File: config.mk
export PLATFORM = sky130hd
export DESIGN_NAME = mdio_top
export DESIGN_NICKNAME = d
export VERILOG_FILES = /design/src/rtl/mdio_pkg.sv /design/src/rtl/bus_pkg.sv /design/src/rtl/mdio_clkgen.sv /design/src/rtl/mdio_shifter.sv /design/src/rtl/mdio_ctrl.sv /design/src/rtl/mdio_top.sv
export SDC_FILE = /design/constraint.sdc
export NUM_CORES = 1
export LEC_CHECK = 0
export ABC_AREA = 1
export BUFFER_PORTS_ARGS = -buffer_cell sky130_fd_sc_hd__buf_2
export CORE_UTILIZATION = 45
export DETAILED_ROUTE_END_ITERATION = 10
export PLACE_DENSITY = 0.72
export SLEW_MARGIN = 5
export SYNTH_ARGS = -nofsm -noshare
export SYNTH_HDL_FRONTEND = slang
export SYNTH_SLANG_ARGS = --single-unit
export TNS_END_PERCENT = 20
File: constraint.sdc
create_clock -name i_clk -period 4.8 [get_ports i_clk]
set_input_delay 0.24 -clock i_clk [delete_from_list [all_inputs] [get_ports i_clk]]
set_output_delay 0.24 -clock i_clk [all_outputs]
set_load 0.005 [all_outputs]
File: src/rtl/mdio_pkg.sv
/* MDIO frame definitions
   Clause-22 frame constants, the frame word layout and controller states */
`default_nettype none

package mdio_pkg;

	//////////////////////////////////////////////////////////////////////
	// Field widths and frame constants
	//////////////////////////////////////////////////////////////////////

	localparam int MDIO_REG_W         = 5;
	localparam int MDIO_PHY_W         = 5;
	localparam int MDIO_DATA_W        = 16;
	localparam int MDIO_PREAMBLE_BITS = 64;

	// Bit counter spans the preamble, which is the longest phase
	localparam int MDIO_CNT_W = $clog2(MDIO_PREAMBLE_BITS);

	localparam logic [1:0] MDIO_START    = 2'b01;
	localparam logic [1:0] MDIO_OP_WRITE = 2'b01;
	localparam logic [1:0] MDIO_OP_READ  = 2'b10;
	localparam logic [1:0] MDIO_TA_WRITE = 2'b10;
	localparam logic [1:0] MDIO_TA_IDLE  = 2'b11;

	//////////////////////////////////////////////////////////////////////
	// Frame word
	//////////////////////////////////////////////////////////////////////

	// Address half of a frame is sent start bits first
	typedef struct packed {
		logic [1:0]            start;
		logic [1:0]            op;
		logic [MDIO_PHY_W-1:0] phy;
		logic [MDIO_REG_W-1:0] regad;
		logic [1:0]            ta;
	} mdio_header_t;

	typedef union packed {
		mdio_header_t           hdr;
		logic [MDIO_DATA_W-1:0] raw;
	} mdio_word_u;

	typedef enum logic [2:0] {
		ST_RESET,
		ST_IDLE,
		ST_ADDRESS,
		ST_READ,
		ST_WRITE
	} mdio_state_e;

endpackage

`default_nettype wire

File: src/rtl/bus_pkg.sv
/* Host register bus types
   Pipelined request and response with stall and acknowledge */
`default_nettype none

package bus_pkg;

	localparam int BUS_ADDR_W = 5;
	localparam int BUS_DATA_W = 16;

	typedef struct packed {
		logic                  cyc;
		logic                  stb;
		logic                  we;
		logic [BUS_ADDR_W-1:0] addr;
		logic [BUS_DATA_W-1:0] data;
	} bus_req_t;

	// Data holds the last word read from the PHY
	typedef struct packed {
		logic                  ack;
		logic                  stall;
		logic [BUS_DATA_W-1:0] data;
	} bus_rsp_t;

endpackage

`default_nettype wire

File: src/rtl/mdio_clkgen.sv
/* MDC clock divider
   Divides i_clk by 2^CLKBITS and strobes the bit tick ahead of each MDC fall */
`timescale 1ns/1ns
`default_nettype none

module mdio_clkgen #(
	parameter int CLKBITS = 2
) (
	input  logic i_clk,
	input  logic i_reset,
	output logic o_mdc,
	output logic o_tick
);

	logic [CLKBITS-1:0] count;
	logic [CLKBITS-1:0] count_next;

	assign count_next = count + 1'b1;

	always_ff @(posedge i_clk)
	begin
		if (i_reset)
		begin
			count  <= '0;
			o_tick <= 1'b0;
		end
		else
		begin
			count  <= count_next;
			// High while the count sits at all ones just before MDC falls
			o_tick <= &count_next;
		end
	end

	assign o_mdc = count[CLKBITS-1];

endmodule

`default_nettype wire

File: src/rtl/mdio_shifter.sv
/* MDIO shift datapath
   Serializes frame words onto the data line and collects read data */
`timescale 1ns/1ns
`default_nettype none

module mdio_shifter (
	input  logic                             i_clk,
	input  logic                             i_reset,
	input  logic                             i_tick,
	input  logic                             i_load,
	input  mdio_pkg::mdio_word_u             i_load_word,
	input  logic                             i_capture,
	input  logic                             i_mdio,
	output logic                             o_mdio,
	output logic [mdio_pkg::MDIO_DATA_W-1:0] o_rd_data
);
	import mdio_pkg::*;

	logic [MDIO_DATA_W-1:0] tx_word;
	logic [MDIO_DATA_W-1:0] rx_word;

	//////////////////////////////////////////////////////////////////////
	// Transmit
	//////////////////////////////////////////////////////////////////////

	// Ones fill in behind the shifted bits so the line idles high
	always_ff @(posedge i_clk)
	begin
		if (i_reset)
		begin
			tx_word <= '1;
			o_mdio  <= 1'b1;
		end
		else
		begin
			if (i_tick)
				o_mdio <= tx_word[MDIO_DATA_W-1];

			if (i_load)
				tx_word <= i_load_word.raw;
			else if (i_tick)
				tx_word <= {tx_word[MDIO_DATA_W-2:0], 1'b1};
		end
	end

	//////////////////////////////////////////////////////////////////////
	// Receive
	//////////////////////////////////////////////////////////////////////

	// PHY data arrives MSB first
	always_ff @(posedge i_clk)
	begin
		if (i_tick && i_capture)
			rx_word <= {rx_word[MDIO_DATA_W-2:0], i_mdio};
	end

	assign o_rd_data = rx_word;

endmodule

`default_nettype wire

File: src/rtl/mdio_ctrl.sv
/* MDIO frame controller
   Sequences preamble and clause-22 frames, handles bus stall and acknowledge */
`timescale 1ns/1ns
`default_nettype none

module mdio_ctrl #(
	parameter logic [mdio_pkg::MDIO_PHY_W-1:0] PHY_ADDR = 5'd1
) (
	input  logic                 i_clk,
	input  logic                 i_reset,
	input  logic                 i_tick,
	input  bus_pkg::bus_req_t    i_req,
	output logic                 o_ack,
	output logic                 o_stall,
	output logic                 o_mdwe,
	output logic                 o_load,
	output mdio_pkg::mdio_word_u o_load_word,
	output logic                 o_capture
);
	import mdio_pkg::*;

	mdio_state_e            state;
	logic [MDIO_CNT_W-1:0]  bit_cnt;
	logic                   r_we;
	logic [MDIO_DATA_W-1:0] r_data;
	logic                   pending_ack;
	logic                   accept;
	logic                   last_bit;

	assign accept   = i_req.stb && !o_stall;
	assign last_bit = i_tick && (bit_cnt == '0);
	assign o_stall  = (state != ST_IDLE);

	// No PHY bit is valid yet at the first data tick
	assign o_capture = (state == ST_READ) && (bit_cnt != MDIO_CNT_W'(MDIO_DATA_W));

	always_ff @(posedge i_clk)
	begin
		if (accept)
		begin
			r_we   <= i_req.we;
			r_data <= i_req.data;
		end
	end

	//////////////////////////////////////////////////////////////////////
	// Shift register loads
	//////////////////////////////////////////////////////////////////////

	// Header is built straight from the request so it is ready by the next tick
	always_comb
	begin
		o_load          = accept || ((state == ST_ADDRESS) && last_bit);
		o_load_word.raw = r_we ? r_data : '1;
		if (state == ST_IDLE)
		begin
			o_load_word.hdr.start = MDIO_START;
			o_load_word.hdr.op    = i_req.we ? MDIO_OP_WRITE : MDIO_OP_READ;
			o_load_word.hdr.phy   = PHY_ADDR;
			o_load_word.hdr.regad = i_req.addr;
			o_load_word.hdr.ta    = i_req.we ? MDIO_TA_WRITE : MDIO_TA_IDLE;
		end
	end

	//////////////////////////////////////////////////////////////////////
	// Frame sequencing
	//////////////////////////////////////////////////////////////////////

	always_ff @(posedge i_clk)
	begin
		if (i_reset)
		begin
			state   <= ST_RESET;
			bit_cnt <= MDIO_CNT_W'(MDIO_PREAMBLE_BITS - 1);
			o_mdwe  <= 1'b1;
		end
		else
		begin
			if (i_tick && (bit_cnt != '0))
				bit_cnt <= bit_cnt - 1'b1;

			case (state)
			ST_RESET:
				if (last_bit)
					state <= ST_IDLE;
			ST_IDLE:
				if (accept)
				begin
					state   <= ST_ADDRESS;
					bit_cnt <= MDIO_CNT_W'(MDIO_DATA_W - 1);
				end
			ST_ADDRESS:
			begin
				// Let go of the line for both turnaround bits of a read
				if (i_tick && (bit_cnt == MDIO_CNT_W'(1)) && !r_we)
					o_mdwe <= 1'b0;
				if (last_bit)
				begin
					state   <= r_we ? ST_WRITE : ST_READ;
					bit_cnt <= MDIO_CNT_W'(MDIO_DATA_W);
				end
			end
			ST_READ, ST_WRITE:
				if (last_bit)
				begin
					state  <= ST_IDLE;
					o_mdwe <= 1'b1;
				end
			default:
				state <= ST_RESET;
			endcase
		end
	end

	//////////////////////////////////////////////////////////////////////
	// Acknowledge
	//////////////////////////////////////////////////////////////////////

	// An abandoned cycle loses its ack while the frame still runs out
	always_ff @(posedge i_clk)
	begin
		if (i_reset || !i_req.cyc)
			pending_ack <= 1'b0;
		else if (accept)
			pending_ack <= 1'b1;
		else if (o_ack)
			pending_ack <= 1'b0;
	end

	always_ff @(posedge i_clk)
	begin
		if (i_reset)
			o_ack <= 1'b0;
		else
			o_ack <= last_bit && pending_ack && i_req.cyc
				&& ((state == ST_READ) || (state == ST_WRITE));
	end

endmodule

`default_nettype wire

File: src/rtl/mdio_top.sv
/* MDIO master top level
   Bus-controlled station management master for an Ethernet PHY */
`timescale 1ns/1ns
`default_nettype none

module mdio_top #(
	parameter int                              CLKBITS  = 2,
	parameter logic [mdio_pkg::MDIO_PHY_W-1:0] PHY_ADDR = 5'd1
) (
	input  logic              i_clk,
	input  logic              i_reset,
	input  bus_pkg::bus_req_t i_bus_req,
	output bus_pkg::bus_rsp_t o_bus_rsp,
	output logic              o_mdc,
	output logic              o_mdio,
	output logic              o_mdwe,
	input  logic              i_mdio
);
	import mdio_pkg::*;

	logic                   tick;
	logic                   load;
	mdio_word_u             load_word;
	logic                   capture;
	logic                   ack;
	logic                   stall;
	logic [MDIO_DATA_W-1:0] rd_data;

	mdio_ctrl #(
		.PHY_ADDR (PHY_ADDR)
	) ctrl_i (
		.i_clk       (i_clk),
		.i_reset     (i_reset),
		.i_tick      (tick),
		.i_req       (i_bus_req),
		.o_ack       (ack),
		.o_stall     (stall),
		.o_mdwe      (o_mdwe),
		.o_load      (load),
		.o_load_word (load_word),
		.o_capture   (capture)
	);

	mdio_clkgen #(
		.CLKBITS (CLKBITS)
	) clkgen_i (
		.i_clk   (i_clk),
		.i_reset (i_reset),
		.o_mdc   (o_mdc),
		.o_tick  (tick)
	);

	mdio_shifter shifter_i (
		.i_clk       (i_clk),
		.i_reset     (i_reset),
		.i_tick      (tick),
		.i_load      (load),
		.i_load_word (load_word),
		.i_capture   (capture),
		.i_mdio      (i_mdio),
		.o_mdio      (o_mdio),
		.o_rd_data   (rd_data)
	);

	assign o_bus_rsp = '{ack: ack, stall: stall, data: rd_data};

endmodule

`default_nettype wire

======== Word-level counts from Yosys, hierarchy flattened ========
Cells that the tools add are included.
storage, ports and cells
  register bits ........................... 65
  bits of input ports ..................... 27
  output and inout bits ................... 21
  word-level logic and storage cells ...... 74
cells by class
  $add $sub $neg .......................... 2
  equal/unequal tests ..................... 12
  muxes and demuxes ....................... 20
  reductions and logical operators ........ 28
operators by type and width
  operator                                                                 count
  16-bit two-way mux                                                       4
  6-bit two-way mux                                                        3
  3-bit two-way mux                                                        4
  6-bit case mux with 2 select lines                                       1
  1-bit logical AND                                                        11
  3-bit case mux with 3 select lines                                       1
  2-bit by 1-bit inequality test with 1-bit output, second input constant  4
  3-bit by 2-bit equality test with 1-bit output, second input constant    2
  6-bit by 1-bit equality test with 1-bit output, second input constant    1
  6-bit zero test                                                          1
  6-bit by 5-bit inequality test with 1-bit output, second input constant  1
  3-bit AND reduction                                                      2
  2-bit nonzero test                                                       3
  6-bit nonzero test                                                       1
  6-bit by 1-bit subtractor with 6-bit output, second input constant       1
  1-bit two-way mux                                                        5
  3-bit by 1-bit equality test with 1-bit output, second input constant    1
  3-bit equality test, second input constant                               1
  1-bit zero test                                                          3
  3-bit zero test                                                          1
  1-bit logical OR                                                         3
  3-bit by 1-bit inequality test with 1-bit output, second input constant  1
  3-bit OR reduction                                                       1
  2-bit by 1-bit adder with 2-bit output, second input constant            1
  other kinds (5)                                                          5

======== Depth between registers and ports, before layout ========
  depth after elaboration ................. 5
  gate-level depth with buffers ........... 10
  depth with buffers taken out ............ 10

======== By module ========
From an unflattened synthesis, not the netlist that was laid out.
unflattened totals
  cells, all modules ...................... 285
  area total of the unflattened synthesis .. 2835.2 um^2
modules (own cells, without submodules)
  module        instances  cells each  area each (um^2)  seq. area each (um^2)
  mdio_ctrl     1          158         1418.9            750.7
  mdio_shifter  1          116         1310.0            820.8
  mdio_clkgen   1          9           91.3              60.1
  mdio_top      1          2           15.0              0.0

======== Least setup slack after synthesis ========
Ideal clock, no wire load.
  path kind ............................... register to register
  start point ............................. register ctrl_i.bit_cnt[0]
  end point ............................... register shifter_i.rx_word[0], in the netlist shifter_i.o_rd_data[0], enable pin
  library setup time ...................... 0.419 ns
  arrival ................................. 2.148 ns
  required time ........................... 4.381 ns
  slack ................................... 2.233 ns
  cell stages (with the launch flop) ...... 6
  buffers on the path ..................... 0
  clock period less this slack ............ 2.567 ns
  path through ............................ dfxtp_1 > inv_1 > ha_1 > inv_1 > nor3_1 > a311oi_1
between the ends
  word-level cells in the longest chain between the ends .. 3
ends and longest elaborated chain
  item                                              line                source
  start: declaration                                mdio_ctrl.sv:23     logic [MDIO_CNT_W-1:0] bit_cnt;
  start signal: assignment                          mdio_ctrl.sv:74     bit_cnt <= MDIO_CNT_W'(MDIO_PREAMBLE_BITS - 1);
  start signal: assignment                          mdio_ctrl.sv:80     bit_cnt <= bit_cnt - 1'b1;
  start signal: assignment                          mdio_ctrl.sv:90     bit_cnt <= MDIO_CNT_W'(MDIO_DATA_W - 1);
  6-bit by 5-bit inequality test with 1-bit output  mdio_ctrl.sv:35     assign o_capture = (state == ST_READ) && (bit_cnt != MDIO_CNT_W'(MDIO_DATA_W));
  1-bit logical AND                                 mdio_ctrl.sv:35
  1-bit logical AND                                 mdio_shifter.sv:53  if (i_tick && i_capture)
  end signal: assignment                            mdio_shifter.sv:54  rx_word <= {rx_word[MDIO_DATA_W-2:0], i_mdio};
  end: declaration                                  mdio_shifter.sv:20  logic [MDIO_DATA_W-1:0] rx_word;
Every way passes these cells.
A chain may end at the register's enable or synchronous reset.

======== Worst setup path in the final report ========
  start point ............................. register ctrl_i.state[0]
  end point ............................... register shifter_i.tx_word[0]
between the ends
  word-level cells in the longest chain between the ends .. 5
  elaborated cells on any way between the ends .. 10
ends and longest elaborated chain
  item                                                             line                source
  start: declaration                                               mdio_ctrl.sv:22     mdio_state_e state;
  start signal: assignment                                         mdio_ctrl.sv:99     state <= r_we ? ST_WRITE : ST_READ;
  3-bit by 1-bit inequality test with 1-bit output *               mdio_ctrl.sv:32     assign o_stall = (state != ST_IDLE);
  1-bit zero test *                                                mdio_ctrl.sv:30     assign accept = i_req.stb && !o_stall;
  1-bit logical AND *                                              mdio_ctrl.sv:30
  named net ctrl_i.accept                                          mdio_ctrl.sv:27     logic accept;
  1-bit logical OR *                                               mdio_ctrl.sv:53     o_load = accept || ((state == ST_ADDRESS) && last_bit);
  16-bit two-way mux / 2-bit nonzero test (equally long branches)  n/a
  end signal: assignment                                           mdio_shifter.sv:40  tx_word <= i_load_word.raw;
  end signal: assignment                                           mdio_shifter.sv:42  tx_word <= {tx_word[MDIO_DATA_W-2:0], 1'b1};
  end: declaration                                                 mdio_shifter.sv:19  logic [MDIO_DATA_W-1:0] tx_word;
Mark *: on every way through the listed nets, which the timed path passes. The rest lies on a longest branch.

==> out/metrics.yaml <==
synth:
  synth_compound_area_share_pct: 5.70
  synth_seq_area_share_pct: 55.9
  synth_ff_type: "edfxtp_1"
  synth.avg_cell_area_um2: 9.21
  async_reset_ff_share_pct: 0
  synthTopCellsByArea: "edfxtp_1, dfxtp_1, nand2_1"
  synth_top_area_share_pct: 33.9
  synth_area_um2: 2920
  netlist_instances: 317
  ys_ff_latch: 65
  yosysWarnings: 0
  synth_area_leader_cell: "edfxtp_1"
  synth-xor-area-share_pct: 1.20
  synthSimpleGateAreaFrac_pct: 25.8
  synthAdderAreaFrac_pct: 1.29
  yosysUniqueCellTypes: 34
  synth_top_family_by_area: "simple AND/OR/NAND/NOR gates"
  muxShareOfSynthArea_pct: 0
  synth_nets: 347
  synth_edf_count: 33
critical_path:
  crit_arrival_ps: 1960
  critPathKind: "register to register"
  worst_r2r_path_depth: 7
  endpoint_kind: "register"
  startpoint_type: "register"
  cp_data_required_time_ps: 4990
  cp_max_fo: 21
floorplan:
  fp-row-count: 28
  io_pins: 48
  fp.coreArea_um2: 6100
  die_h_um: 82.5
  die_x_um: 82.5
  start_util_pct: 47.9
  die_area_um2: 6810
power_and_ir_drop:
  clockPowerShare_pct: 32.0
  p_sw_w: 0.000445
  total_power_w: 0.00146
  internal-power_w: 0.00102
  ir_drop_mv: 0.280
  pwr-share-seq_pct: 47.2
  p_sw_share_pct: 30.4
  p_leak_nw: 1.56
  powerDensity_nw_per_um2: 436
  power_frac_comb_pct: 20.8
route:
  drt_wl_total_um: 5300
  wire_per_inst_um: 11.9
  viasPerCell: 4.89
  dr.pass1.iters: 4
  vias: 2170
  first_iter_violations: 77
  ant_nets: 0
  drc_errors: 0
final_layout:
  drive_gt1_share_pct: 23.3
  syn_to_final_growth_pct: 15.2
  regArea_um2: 1630
  n_antenna_cell: 0
  nets: 394
  multi_input_area_um2: 998
  fillers: 557
  final_cell_mix: "nand2_1, buf_2, inv_1"
  layout_commonest_cell: "nand2_1"
cts:
  ctsLongestPathBuffers: 2
  cts.sinks: 65
  cts_root_buffer: "clkbuf_8"
  cts_tree: "yes"
  cts.repair.resized: 0
  clk_pin_slew_ps: 70
  post_cts_buffers: 0
  clkLatencyLatePin_ps: 340
  cts_hold_buf: 0
  htreeDepth: 3
  cts_buffers: 9
timing:
  setup_viol: 0
  max_freq_mhz: 567
  skew_ps: 7.91
  hold_viol_final: 0
  rsz0062_at_grt: "false"
  fin_tns_setup_ps: 0
  final_max_slew_viol_count: 0
  finalCriticalPeriod_ps: 1760
  tightest_slew_ps: 681
  period_share_pct: 36.7
  max_slew_margin_pct: 54.5
global_routing:
  grt_max_degree: 26
  grt_pass1_vias: 1970
  grt_pass1_wl_um: 8550
  overflow: 0
  antenna_found_initial: 0
  track_usage_pct: 17.3
placement:
  port_buffers: 47
  place_hpwl_um: 3700
  gp_congestion: 0.829
outcome:
  status: "finished clean"
min_path:
  hold_class: "input port to register"
  hold_depth: 1
run:
  maxCapViolations: 0
[cell families after synthesis]
group,count (synthesis)
XOR/XNOR,4
AND/OR/NAND/NOR,153
buffers and inverters,62
flip-flops,65
AO/OA/AOI/OAI,30
adder cells (fa/ha/maj),3
[per-stage QoR]
step	cells	util [%]	setup slack, ps	hold WS (ps)	instance area, um2
5_1_grt	444	55.2	2890	45.4	3360
3_3_place_gp	428	51.8	3100	401	3160
3_5_place_dp	428	51.8	3050	418	3160
6_report	444	55.2	3040	71.2	3360
4_1_cts	444	55.2	3020	55.9	3360
2_1_floorplan	317	-	2230	307	2920
[state kept, by name, summed over array words and instances, names as in the netlist]
name                 count
shifter_i.o_rd_data     16
shifter_i.o_mdio         1
ctrl_i.o_ack             1
ctrl_i.o_mdwe            1
ctrl_i.pending_ack       1
clkgen_i.count           2
shifter_i.tx_word       16
ctrl_i.r_data           16
clkgen_i.o_tick          1
ctrl_i.state             3
ctrl_i.bit_cnt           6
ctrl_i.r_we              1
[path summary, 6_finish.rpt]
path	start	end	slack (ps)
max	ctrl_i.state[0]$_SDFFE_PP0P_	shifter_i.tx_word[0]$_SDFFE_PP1P_	3040
min	i_bus_req[5]	ctrl_i.r_data[5]$_DFFE_PP_	70
max reg2reg	ctrl_i.state[0]$_SDFFE_PP0P_	shifter_i.tx_word[0]$_SDFFE_PP1P_	3040
min reg2reg	clkgen_i.count[0]$_SDFF_PP0_	clkgen_i.count[0]$_SDFF_PP0_	430
[Yosys cell counts, types with 3 or more instances]
| cell | number |
|---|---|
| nand2_1 | 73 |
| inv_1 | 45 |
| nand3_1 | 37 |
| edfxtp_1 | 33 |
| dfxtp_1 | 32 |
| nor2_1 | 16 |
| o21ai_0 | 15 |
| o22ai_1 | 8 |
| nand2_2 | 7 |
| buf_4 | 4 |
| buf_6 | 4 |
| nand4_1 | 4 |
| o21ai_1 | 4 |
| ha_1 | 3 |
| inv_2 | 3 |
[final cells by class]
type,count,area share (%)
tap,75,2.79
clock buffer,10,4.09
multi-input combinational,190,29.7
timing repair buffer,48,7.22
sequential,65,48.5
clock inverter,6,1.97
inverter,50,5.73
[power by group through the flow]
stage / Combinational (W) / Clock, W / Sequential (W)
global placement: 0.000296 / 0 / 0.000702
detailed placement: 0.000301 / 0 / 0.000704
floorplan: 0.000264 / 0 / 0.000693
global route: 0.000343 / 0.000505 / 0.000700
CTS: 0.000303 / 0.000483 / 0.000692
finish: 0.000304 / 0.000468 / 0.000692
[routing by layer]
layer	share of wire (%)	global-route usage (%)	vias up	wire (um)
met4	2.2	8.97	0	119
met1	45	20.8	973	2410
met2	47	27.3	62	2470
met3	5.6	6.04	14	298
met5	0	0	-	0
li1	-	-	1121	-
[worst max-delay path, cell delays in order, from the launching register on]
cell and delay (ps):
dfxtp_1 450, nand3_4 220, nor2_8 410, inv_4 180
nand2_4 180, nand2_1 70, nand2_1 50, nand3_1 60
Note: power is estimated with default switching activity, not from simulation.
